File: src/design/rob_pkg.sv
package rob_pkg;

  // ----------------------------------------
  // sizes
  // ----------------------------------------
  localparam int DISP_SIZE      = 2;   // lanes per group
  localparam int CMT_ENTRY_SIZE = 8;
  localparam int CMT_ENTRY_W    = 3;
  localparam int CMT_ID_W       = 4;   // entry index + wrap bit
  localparam int DONE_PORTS     = 2;
  localparam int XLEN_W         = 32;

  // riscv cause numbering, NONE parked on an unused code
  typedef enum logic [3:0] {
    INST_ADDR_MISALIGN = 4'd0,
    INST_ACC_FAULT     = 4'd1,
    ILLEGAL_INST       = 4'd2,
    LOAD_ACC_FAULT     = 4'd5,
    ECALL_M            = 4'd11,
    NONE               = 4'd15
  } except_t;

  // ----------------------------------------
  // dispatch and completion
  // ----------------------------------------
  typedef struct packed {
    logic                  valid;
    logic [XLEN_W-1:0]     pc_addr;     // lane n sits at pc_addr + 4*n
    logic [DISP_SIZE-1:0]  inst_valid;
  } disp_t;

  typedef struct packed {
    logic                  valid;
    logic [CMT_ID_W-1:0]   cmt_id;
    logic [DISP_SIZE-1:0]  grp_id;      // one-hot lane
    logic                  except_valid;
    except_t               except_type;
    logic [XLEN_W-1:0]     except_tval;
    logic                  br_upd_valid;
  } done_rpt_t;

  // ----------------------------------------
  // entry state and commit block
  // ----------------------------------------
  typedef struct packed {
    logic                              valid;
    logic [XLEN_W-1:0]                 pc_addr;
    logic [DISP_SIZE-1:0]              grp_id;
    logic [DISP_SIZE-1:0]              done_grp_id;
    logic [DISP_SIZE-1:0]              dead;
    logic [DISP_SIZE-1:0]              except_valid;
    except_t [DISP_SIZE-1:0]           except_type;
    logic [DISP_SIZE-1:0][XLEN_W-1:0]  except_tval;
    logic [DISP_SIZE-1:0]              br_upd_valid;
  } rob_entry_t;

  typedef struct packed {
    logic                  commit;
    logic [CMT_ID_W-1:0]   cmt_id;
    logic [DISP_SIZE-1:0]  grp_id;
    logic [DISP_SIZE-1:0]  except_valid;  // one-hot
    except_t               except_type;
    logic [XLEN_W-1:0]     epc;
    logic [XLEN_W-1:0]     tval;
    logic [DISP_SIZE-1:0]  dead_id;
    logic                  all_dead;
  } commit_blk_t;

endpackage
File: src/design/rob_top.sv
`timescale 1ns/1ns

module rob_top (
  input  logic                          i_clk,
  input  logic                          i_reset_n,
  input  rob_pkg::disp_t                i_disp,
  input  rob_pkg::done_rpt_t            i_done_rpt [rob_pkg::DONE_PORTS],
  output logic [rob_pkg::CMT_ID_W-1:0]  o_new_cmt_id,
  output logic                          o_rob_full,
  output rob_pkg::commit_blk_t          o_commit
);
  import rob_pkg::*;

  logic [CMT_ID_W-1:0]        w_in_ptr;
  logic [CMT_ID_W-1:0]        w_out_ptr;
  logic                       w_full;
  logic                       w_retire;
  logic                       w_flush;
  logic [CMT_ENTRY_SIZE-1:0]  w_finish_oh;
  logic [CMT_ENTRY_SIZE-1:0]  w_all_done;
  rob_entry_t                 w_entries [CMT_ENTRY_SIZE];
  rob_entry_t                 w_head;

  // ----------------------------------------
  // pointers
  // ----------------------------------------
  rob_cmt_ptr u_cmt_ptr (
    .i_clk       (i_clk),
    .i_reset_n   (i_reset_n),
    .i_in_valid  (i_disp.valid),
    .i_out_valid (w_retire),
    .o_in_ptr    (w_in_ptr),
    .o_out_ptr   (w_out_ptr),
    .o_full      (w_full)
  );

  // ----------------------------------------
  // entry array
  // ----------------------------------------
  for (genvar g = 0; g < CMT_ENTRY_SIZE; g++) begin : g_entry
    rob_entry #(.ENTRY_IDX(g)) u_entry (
      .i_clk           (i_clk),
      .i_reset_n       (i_reset_n),
      .i_load_valid    (i_disp.valid),   // entry decodes its own slot
      .i_disp          (i_disp),
      .i_load_cmt_id   (w_in_ptr),
      .i_done_rpt      (i_done_rpt),
      .i_kill          (w_flush),
      .i_commit_finish (w_finish_oh[g]),
      .o_entry         (w_entries[g]),
      .o_all_done      (w_all_done[g])
    );
  end

  assign w_head = w_entries[w_out_ptr[CMT_ENTRY_W-1:0]];

  // ----------------------------------------
  // commit
  // ----------------------------------------
  rob_commit_ctrl u_commit_ctrl (
    .i_clk           (i_clk),
    .i_reset_n       (i_reset_n),
    .i_head          (w_head),
    .i_head_all_done (w_all_done[w_out_ptr[CMT_ENTRY_W-1:0]]),
    .i_out_ptr       (w_out_ptr),
    .o_retire        (w_retire),
    .o_flush         (w_flush),
    .o_finish_oh     (w_finish_oh),
    .o_commit        (o_commit)
  );

  assign o_new_cmt_id = w_in_ptr;
  assign o_rob_full   = w_full;

endmodule

File: src/design/rob_commit_ctrl.sv
`timescale 1ns/1ns

module rob_commit_ctrl (
  input  logic                               i_clk,
  input  logic                               i_reset_n,
  input  rob_pkg::rob_entry_t                i_head,
  input  logic                               i_head_all_done,
  input  logic [rob_pkg::CMT_ID_W-1:0]       i_out_ptr,
  output logic                               o_retire,
  output logic                               o_flush,
  output logic [rob_pkg::CMT_ENTRY_SIZE-1:0] o_finish_oh,
  output rob_pkg::commit_blk_t               o_commit
);
  import rob_pkg::*;

  // lanes strictly above the lowest set bit
  function automatic logic [DISP_SIZE-1:0] above_first(input logic [DISP_SIZE-1:0] v);
    logic [DISP_SIZE-1:0] res;
    logic                 seen;
    res  = '0;
    seen = 1'b0;
    for (int d = 0; d < DISP_SIZE; d++) begin
      res[d] = seen;
      seen   = seen | v[d];
    end
    return res;
  endfunction

  logic                  r_killing;   // draining younger groups after a trap
  logic                  w_head_killed;
  logic                  w_kill_commit;
  logic                  w_commit;
  logic [DISP_SIZE-1:0]  w_upd_cand;
  logic [DISP_SIZE-1:0]  w_upd_oh;
  logic [DISP_SIZE-1:0]  w_except_oh;
  except_t               w_sel_type;
  logic [XLEN_W-1:0]     w_sel_tval;
  logic [XLEN_W-1:0]     w_sel_pc;
  logic [DISP_SIZE-1:0]  w_dead_id;

  assign w_head_killed = i_head.valid & (&i_head.dead);
  assign w_kill_commit = r_killing & w_head_killed;
  assign w_commit      = i_head_all_done | w_kill_commit;

  // ----------------------------------------
  // pc update lane and exception select
  // ----------------------------------------
  assign w_upd_cand  = (i_head.br_upd_valid | i_head.except_valid) & i_head.done_grp_id;
  assign w_upd_oh    = w_upd_cand & (~w_upd_cand + 1'b1);  // lowest lane wins
  assign w_except_oh = i_head.except_valid & w_upd_oh &
                       {DISP_SIZE{w_commit & ~w_kill_commit}};

  always_comb begin
    w_sel_type = NONE;
    w_sel_tval = '0;
    w_sel_pc   = '0;
    for (int d = 0; d < DISP_SIZE; d++) begin
      if (w_except_oh[d]) begin
        w_sel_type = i_head.except_type[d];
        w_sel_tval = i_head.except_tval[d];
        w_sel_pc   = i_head.pc_addr + XLEN_W'(4 * d);
      end
    end
  end

  assign w_dead_id = (i_head.dead |
                      above_first(i_head.br_upd_valid) |
                      above_first(i_head.except_valid)) & i_head.grp_id;

  // ----------------------------------------
  // kill state
  // ----------------------------------------
  always_ff @(posedge i_clk or negedge i_reset_n) begin
    if (!i_reset_n) begin
      r_killing <= 1'b0;
    end else if (o_flush) begin
      r_killing <= 1'b1;
    end else if (r_killing & ~w_head_killed) begin
      r_killing <= 1'b0;          // nothing killed left at the head
    end
  end

  assign o_flush     = |w_except_oh;
  assign o_retire    = w_commit;
  assign o_finish_oh = w_commit ? (CMT_ENTRY_SIZE'(1) << i_out_ptr[CMT_ENTRY_W-1:0]) : '0;

  assign o_commit.commit       = w_commit;
  assign o_commit.cmt_id       = i_out_ptr;
  assign o_commit.grp_id       = i_head.grp_id;
  assign o_commit.except_valid = w_except_oh;
  assign o_commit.except_type  = w_sel_type;
  assign o_commit.epc          = w_sel_pc;
  // fetch-side faults report the faulting pc itself
  assign o_commit.tval         = ((w_sel_type == INST_ADDR_MISALIGN) ||
                                  (w_sel_type == INST_ACC_FAULT)) ? w_sel_pc : w_sel_tval;
  assign o_commit.dead_id      = w_dead_id;
  assign o_commit.all_dead     = w_kill_commit | (w_dead_id == i_head.grp_id);

endmodule

File: src/design/rob_entry.sv
`timescale 1ns/1ns

module rob_entry #(
  parameter int ENTRY_IDX = 0
) (
  input  logic                         i_clk,
  input  logic                         i_reset_n,
  input  logic                         i_load_valid,
  input  rob_pkg::disp_t               i_disp,
  input  logic [rob_pkg::CMT_ID_W-1:0] i_load_cmt_id,
  input  rob_pkg::done_rpt_t           i_done_rpt [rob_pkg::DONE_PORTS],
  input  logic                         i_kill,
  input  logic                         i_commit_finish,
  output rob_pkg::rob_entry_t          o_entry,
  output logic                         o_all_done
);
  import rob_pkg::*;

  localparam logic [CMT_ENTRY_W-1:0] MY_IDX = CMT_ENTRY_W'(ENTRY_IDX);

  logic                              r_valid;
  logic [DISP_SIZE-1:0]              r_done;
  logic [DISP_SIZE-1:0]              r_dead;
  logic [DISP_SIZE-1:0]              r_except_valid;
  logic [DISP_SIZE-1:0]              r_br_upd_valid;
  logic [CMT_ID_W-1:0]               r_cmt_id;   // full id incl. wrap bit
  logic [XLEN_W-1:0]                 r_pc_addr;
  logic [DISP_SIZE-1:0]              r_grp_id;
  except_t [DISP_SIZE-1:0]           r_except_type;
  logic [DISP_SIZE-1:0][XLEN_W-1:0]  r_except_tval;

  logic                              w_load;
  logic                              w_accept;
  logic [DONE_PORTS-1:0]             w_hit;

  assign w_load   = i_load_valid & (i_load_cmt_id[CMT_ENTRY_W-1:0] == MY_IDX);
  assign w_accept = r_valid & ~(&r_dead);  // killed entries take no reports

  always_comb begin
    for (int p = 0; p < DONE_PORTS; p++) begin
      w_hit[p] = w_accept & i_done_rpt[p].valid & (i_done_rpt[p].cmt_id == r_cmt_id);
    end
  end

  // ----------------------------------------
  // control state
  // ----------------------------------------
  always_ff @(posedge i_clk or negedge i_reset_n) begin
    if (!i_reset_n) begin
      r_valid        <= 1'b0;
      r_done         <= '0;
      r_dead         <= '0;
      r_except_valid <= '0;
      r_br_upd_valid <= '0;
    end else if (w_load) begin
      r_valid        <= 1'b1;
      r_done         <= '0;
      r_dead         <= '0;
      r_except_valid <= '0;
      r_br_upd_valid <= '0;
    end else begin
      for (int p = 0; p < DONE_PORTS; p++) begin
        for (int d = 0; d < DISP_SIZE; d++) begin
          if (w_hit[p] & i_done_rpt[p].grp_id[d]) begin
            r_done[d]         <= 1'b1;
            r_except_valid[d] <= i_done_rpt[p].except_valid;
            r_br_upd_valid[d] <= i_done_rpt[p].br_upd_valid;
          end
        end
      end
      if (i_kill & r_valid) r_dead <= '1;     // whole group dies
      if (i_commit_finish) r_valid <= 1'b0;
    end
  end

  // ----------------------------------------
  // payload
  // ----------------------------------------
  always_ff @(posedge i_clk) begin
    if (w_load) begin
      r_cmt_id  <= i_load_cmt_id;
      r_pc_addr <= i_disp.pc_addr;
      r_grp_id  <= i_disp.inst_valid;
    end
    for (int p = 0; p < DONE_PORTS; p++) begin
      for (int d = 0; d < DISP_SIZE; d++) begin
        if (w_hit[p] & i_done_rpt[p].grp_id[d]) begin
          r_except_type[d] <= i_done_rpt[p].except_type;
          r_except_tval[d] <= i_done_rpt[p].except_tval;
        end
      end
    end
  end

  assign o_entry.valid        = r_valid;
  assign o_entry.pc_addr      = r_pc_addr;
  assign o_entry.grp_id       = r_grp_id;
  assign o_entry.done_grp_id  = r_done;
  assign o_entry.dead         = r_dead;
  assign o_entry.except_valid = r_except_valid;
  assign o_entry.except_type  = r_except_type;
  assign o_entry.except_tval  = r_except_tval;
  assign o_entry.br_upd_valid = r_br_upd_valid;

  assign o_all_done = r_valid & ((r_done & r_grp_id) == r_grp_id);

endmodule

File: src/design/rob_cmt_ptr.sv
`timescale 1ns/1ns

module rob_cmt_ptr (
  input  logic                          i_clk,
  input  logic                          i_reset_n,
  input  logic                          i_in_valid,
  input  logic                          i_out_valid,
  output logic [rob_pkg::CMT_ID_W-1:0]  o_in_ptr,
  output logic [rob_pkg::CMT_ID_W-1:0]  o_out_ptr,
  output logic                          o_full
);
  import rob_pkg::*;

  logic [CMT_ID_W-1:0] r_in_ptr;
  logic [CMT_ID_W-1:0] r_out_ptr;

  // index bits wrap on their own, the msb toggles every lap
  always_ff @(posedge i_clk or negedge i_reset_n) begin
    if (!i_reset_n) begin
      r_in_ptr  <= '0;
      r_out_ptr <= '0;
    end else begin
      if (i_in_valid)  r_in_ptr  <= r_in_ptr + 1'b1;
      if (i_out_valid) r_out_ptr <= r_out_ptr + 1'b1;
    end
  end

  assign o_in_ptr  = r_in_ptr;
  assign o_out_ptr = r_out_ptr;
  assign o_full    = (r_in_ptr[CMT_ENTRY_W-1:0] == r_out_ptr[CMT_ENTRY_W-1:0]) &
                     (r_in_ptr[CMT_ID_W-1] != r_out_ptr[CMT_ID_W-1]);  // same slot, other lap

endmodule

File: config.mk
export PLATFORM = sky130hd
export DESIGN_NAME = rob_top
export DESIGN_NICKNAME = d
export VERILOG_FILES = /design/src/design/rob_pkg.sv /design/src/design/rob_top.sv /design/src/design/rob_commit_ctrl.sv /design/src/design/rob_entry.sv /design/src/design/rob_cmt_ptr.sv
export SDC_FILE = /design/constraint.sdc
export NUM_CORES = 1
export LEC_CHECK = 0
export BUFFER_PORTS_ARGS = -buffer_cell sky130_fd_sc_hd__buf_2
export CORE_MARGIN = 5
export CORE_UTILIZATION = 38
export CTS_BUF_LIST = sky130_fd_sc_hd__clkbuf_8
export DETAILED_ROUTE_END_ITERATION = 10
export GPL_TIMING_DRIVEN = 1
export PLACE_DENSITY = 0.65
export SYNTH_ARGS = -nofsm -noshare
export SYNTH_HDL_FRONTEND = slang
export SYNTH_SLANG_ARGS = --single-unit
File: constraint.sdc
create_clock -name i_clk -period 5.7 [get_ports i_clk]
set_clock_uncertainty 0.2 [all_clocks]
set_input_delay 0.855 -clock i_clk [delete_from_list [all_inputs] [get_ports i_clk]]
set_output_delay 0.855 -clock i_clk [all_outputs]
set_load 0.005 [all_outputs]
==> results.py <==
metrics = {
    "critical_path": {
        "critPathKind": "flop to output pin",
        "crit_arrival_ns": 4.48,
        "path_max_fanout": 16,
        "r2r_start": "g_entry[7].u_entry.r_valid",
        "path_cells": "buf_6 -> buf_4 -> mux4_2 -> mux2i_1 -> nor4_4 -> and3_1 -> and3_1 -> o32ai_1 -> mux2_1 -> buf_2",
        "reg2reg_depth": 6,
        "r2r_setup_slack_ns": 1.95,
        "cp_common_cell": "and3_1",
        "cpMaxStageDelayCell": "o32ai_1",
        "timing.rr.end": "g_entry[7].u_entry.o_entry[40]",
        "worst_ep_required_time_ns": 4.64,
        "cp.buffers_inverters": 3,
        "cp-start-kind": "flop",
        "cpPeakStageDelay_ns": 0.67,
        "cp-end-kind": "output pin",
        "crit_family": "multiplexers",
    },
    "clocking": {
        "max-clock-path-buffers": 3,
        "cts_num_sinks": 945,
        "htree_levels": 4,
        "cts_tree": "built",
        "path_clk_slew_ns": 0.06,
        "cts_buffers": 155,
        "clock_tree.root_cell": "clkbuf_8",
        "clkLatencyLatePin_ns": 0.83,
    },
    "timing": {
        "fmax_ghz": 0.181,
        "tightest_slew_ns": 1.31,
        "drv_slew": 0,
        "rsz0062_at_grt": "false",
        "period_share_pct": 97.0,
        "final.min_clock_period_ns": 5.53,
        "fin_tns_setup_ns": 0,
        "finalSetupViolCount": 0,
        "slew_headroom_pct": 10.4,
        "hold_viol_final": 0,
    },
    "global_route": {
        "track_usage_pct": 22.1,
        "grt_pass1_wl_mm": 203,
        "grt_max_degree": 73,
        "grt_pass1_vias": 27258,
        "antenna_found_initial": 61,
        "grt-ovfl-total": 0,
    },
    "pwr": {
        "p_per_area_nw_per_um2": 419,
        "vdd_drop_max_uv": 310,
        "p_leak_nw": 18.4,
    },
    "die": {
        "die-height_um": 359,
        "fp-row-count": 128,
        "dieArea_um2": 129000,
        "boundaryPins": 212,
        "start_util_pct": 38.1,
        "core_area_um2": 121000,
        "dieWidth_um": 359,
    },
    "yosys": {
        "netlist_instances": 2782,
        "yosys.area.top_type": "edfxtp_1",
        "synth_area_um2": 46200,
        "synth_ff_type": "edfxtp_1",
        "yosysTopAreaCellShare_pct": 57.2,
        "ys_ff_latch": 945,
        "synth_edf_count": 880,
        "ys_types": 72,
        "ys_warn_count": 0,
        "synthArstFlopShare_pct": 6.88,
        "synth_nets": 2922,
        "ys_seq_area_share_pct": 60.7,
        "netlist_top_cells_area": "edfxtp_1 (57%), mux2_2 (14%), mux4_2 (9.8%), dfrtp_1 (3.5%), mux2i_1 (3.0%)",
        "syn_area_per_cell_um2": 16.6,
    },
    "min_path": {
        "worstHoldStart": "i_disp[17]",
        "hold_path_depth": 1,
        "hold_class": "primary input to flop",
        "holdPathEnd": "g_entry[4].u_entry.r_pc_addr[15]",
    },
    "place": {
        "placement.io_buffers": 211,
        "place_congestion": 0.908,
        "dp.cells": 4438,
        "hpwlAfterDp_mm": 82.6,
    },
    "final_layout": {
        "fin_nets": 3118,
        "stdcell_count": 4759,
        "area_growth_pct": 12.3,
        "layout-drive-gt1-share_pct": 44.1,
    },
    "drt": {
        "met2WireLength_mm": 69.5,
        "ant_nets": 0,
        "totalWireLength_mm": 144,
        "wl_per_cell_um": 30.3,
        "routed-via-count": 26984,
        "firstDrtPassIters": 5,
        "met3_wirelength_mm": 14.6,
        "drt_iter0_markers": 2917,
        "drc": 0,
        "routed.top_layer": "met5",
        "wl_met1_mm": 55.8,
        "vias_per_cell": 5.67,
    },
    "status": {
        "status": "finished clean",
    },
    "run": {
        "drv_cap": 0,
    },
}
## cell families after synthesis
| group | synth area share (%) |
|---|---|
| mux | 28.6 |
| flops | 60.7 |
| simple gates | 3.50 |
| buf+inv | 2.94 |
| compound gates | 2.37 |
| xor+xnor | 1.59 |
| fa+ha+maj | 0.352 |
## state kept, by name, summed over array words and instances (netlist names), 8 cells and up
name	flops
g_entry.u_entry.o_entry	576
g_entry.u_entry.r_pc_addr	256
g_entry.u_entry.r_cmt_id	32
g_entry.u_entry.r_done	16
g_entry.u_entry.r_except_valid	16
g_entry.u_entry.r_grp_id	16
g_entry.u_entry.r_br_upd_valid	8
g_entry.u_entry.r_dead	8
g_entry.u_entry.r_valid	8
## final cells by class
| cell class | count | area, um^2 |
|---|---|---|
| well taps | 1625 | 2030 |
| clock inverters | 118 | 586 |
| fillers | 10991 | 69500 |
| inverters | 32 | 123 |
| repair buffers | 291 | 1750 |
| flip-flops and latches | 945 | 28100 |
| multi-input cells | 1553 | 17100 |
| clock buffers | 158 | 2170 |
| diodes | 37 | 92.6 |
## placed cells by master, fill, tap and decap left out, drive strengths merged, types with 4 or more instances in the layout
cell type,count
edfxtp,880
mux2,621
buf,290
mux4,207
clkbuf,158
mux2i,143
inv,110
nand2,109
nor2,81
dfrtp,65
xor2,53
o22ai,44
nand3,43
diode,37
clkinv,37
xnor2,31
a211oi,29
o21ai,20
nor4,20
nor2b,19
a21oi,19
ha,13
and2,10
a221oi,9
nand4,8
nand2b,7
and3,7
nor3,6
a31oi,5
a22oi,5
nand3b,4
or2,4
a21o,4
## stage by stage
step,setup WS (ns),area (um^2),utilization [%],hold slack (ns),total power (W)
final,0.169,51900,42.8,0.0964,0.0217
after global routing,0.0205,51800,42.7,0.0547,0.0227
after CTS,0.0139,51800,42.6,0.0355,0.0218
after detailed placement,0.691,48900,40.3,0.323,0.0163
after global placement,0.732,48900,40.3,0.310,0.0163
after floorplan,0.508,46200,-,0.274,0.0137
## where the power goes
part / internal, W / leakage (nW) / switching, W
Combinational: 0.00308 / 7.91 / 0.00450
Clock: 0.00265 / 1.67 / 0.00280
Sequential: 0.00830 / 8.77 / 0.000414
Total: 0.0140 / 18.4 / 0.00772
## how the worst max path moves through the flow
stage	start	end	cells past startpoint
floorplan	i_done_rpt[40]	g_entry[0].u_entry.o_entry[10]	4
global placement	u_cmt_ptr.o_out_ptr[1]	o_commit[30]	11
detailed placement	u_cmt_ptr.o_out_ptr[1]	o_commit[33]	11
CTS	u_cmt_ptr.o_out_ptr[1]	o_commit[21]	7
global route	u_cmt_ptr.o_out_ptr[1]	o_commit[17]	15
finish	u_cmt_ptr.o_out_ptr[1]	o_commit[19]	10
## synth_stat cells, types with 13 or more instances
cell type,count
a211oi_1,28
a21oi_1,18
buf_1,15
buf_2,22
buf_6,14
clkbuf_1,185
dfrtp_1,65
edfxtp_1,880
ha_1,13
inv_1,26
mux2_2,592
mux2_4,18
mux2i_1,139
mux4_2,201
nand2_1,109
nand3_1,42
nor2_1,81
nor2b_1,19
nor4_1,17
o21ai_0,20
o22ai_1,44
xnor2_1,31
xor2_1,53
## metal layers
metal  GRT usage (%)  vias to the layer above
met5               0                        -
met4            7.09                       12
met3            7.33                      291
met2            36.3                     1293
met1            27.9                    13939
li1                -                    11449
## repair_timing
item	in CTS	in global routing
hold endpoints to repair	33	0
cloned	0	0
resized for setup	4	8
endpoints found under the setup margin	30	29
setup buffers	4	3
pin swaps	1	2
hold buffers	1	0
Power figures use the tool's default switching activity.
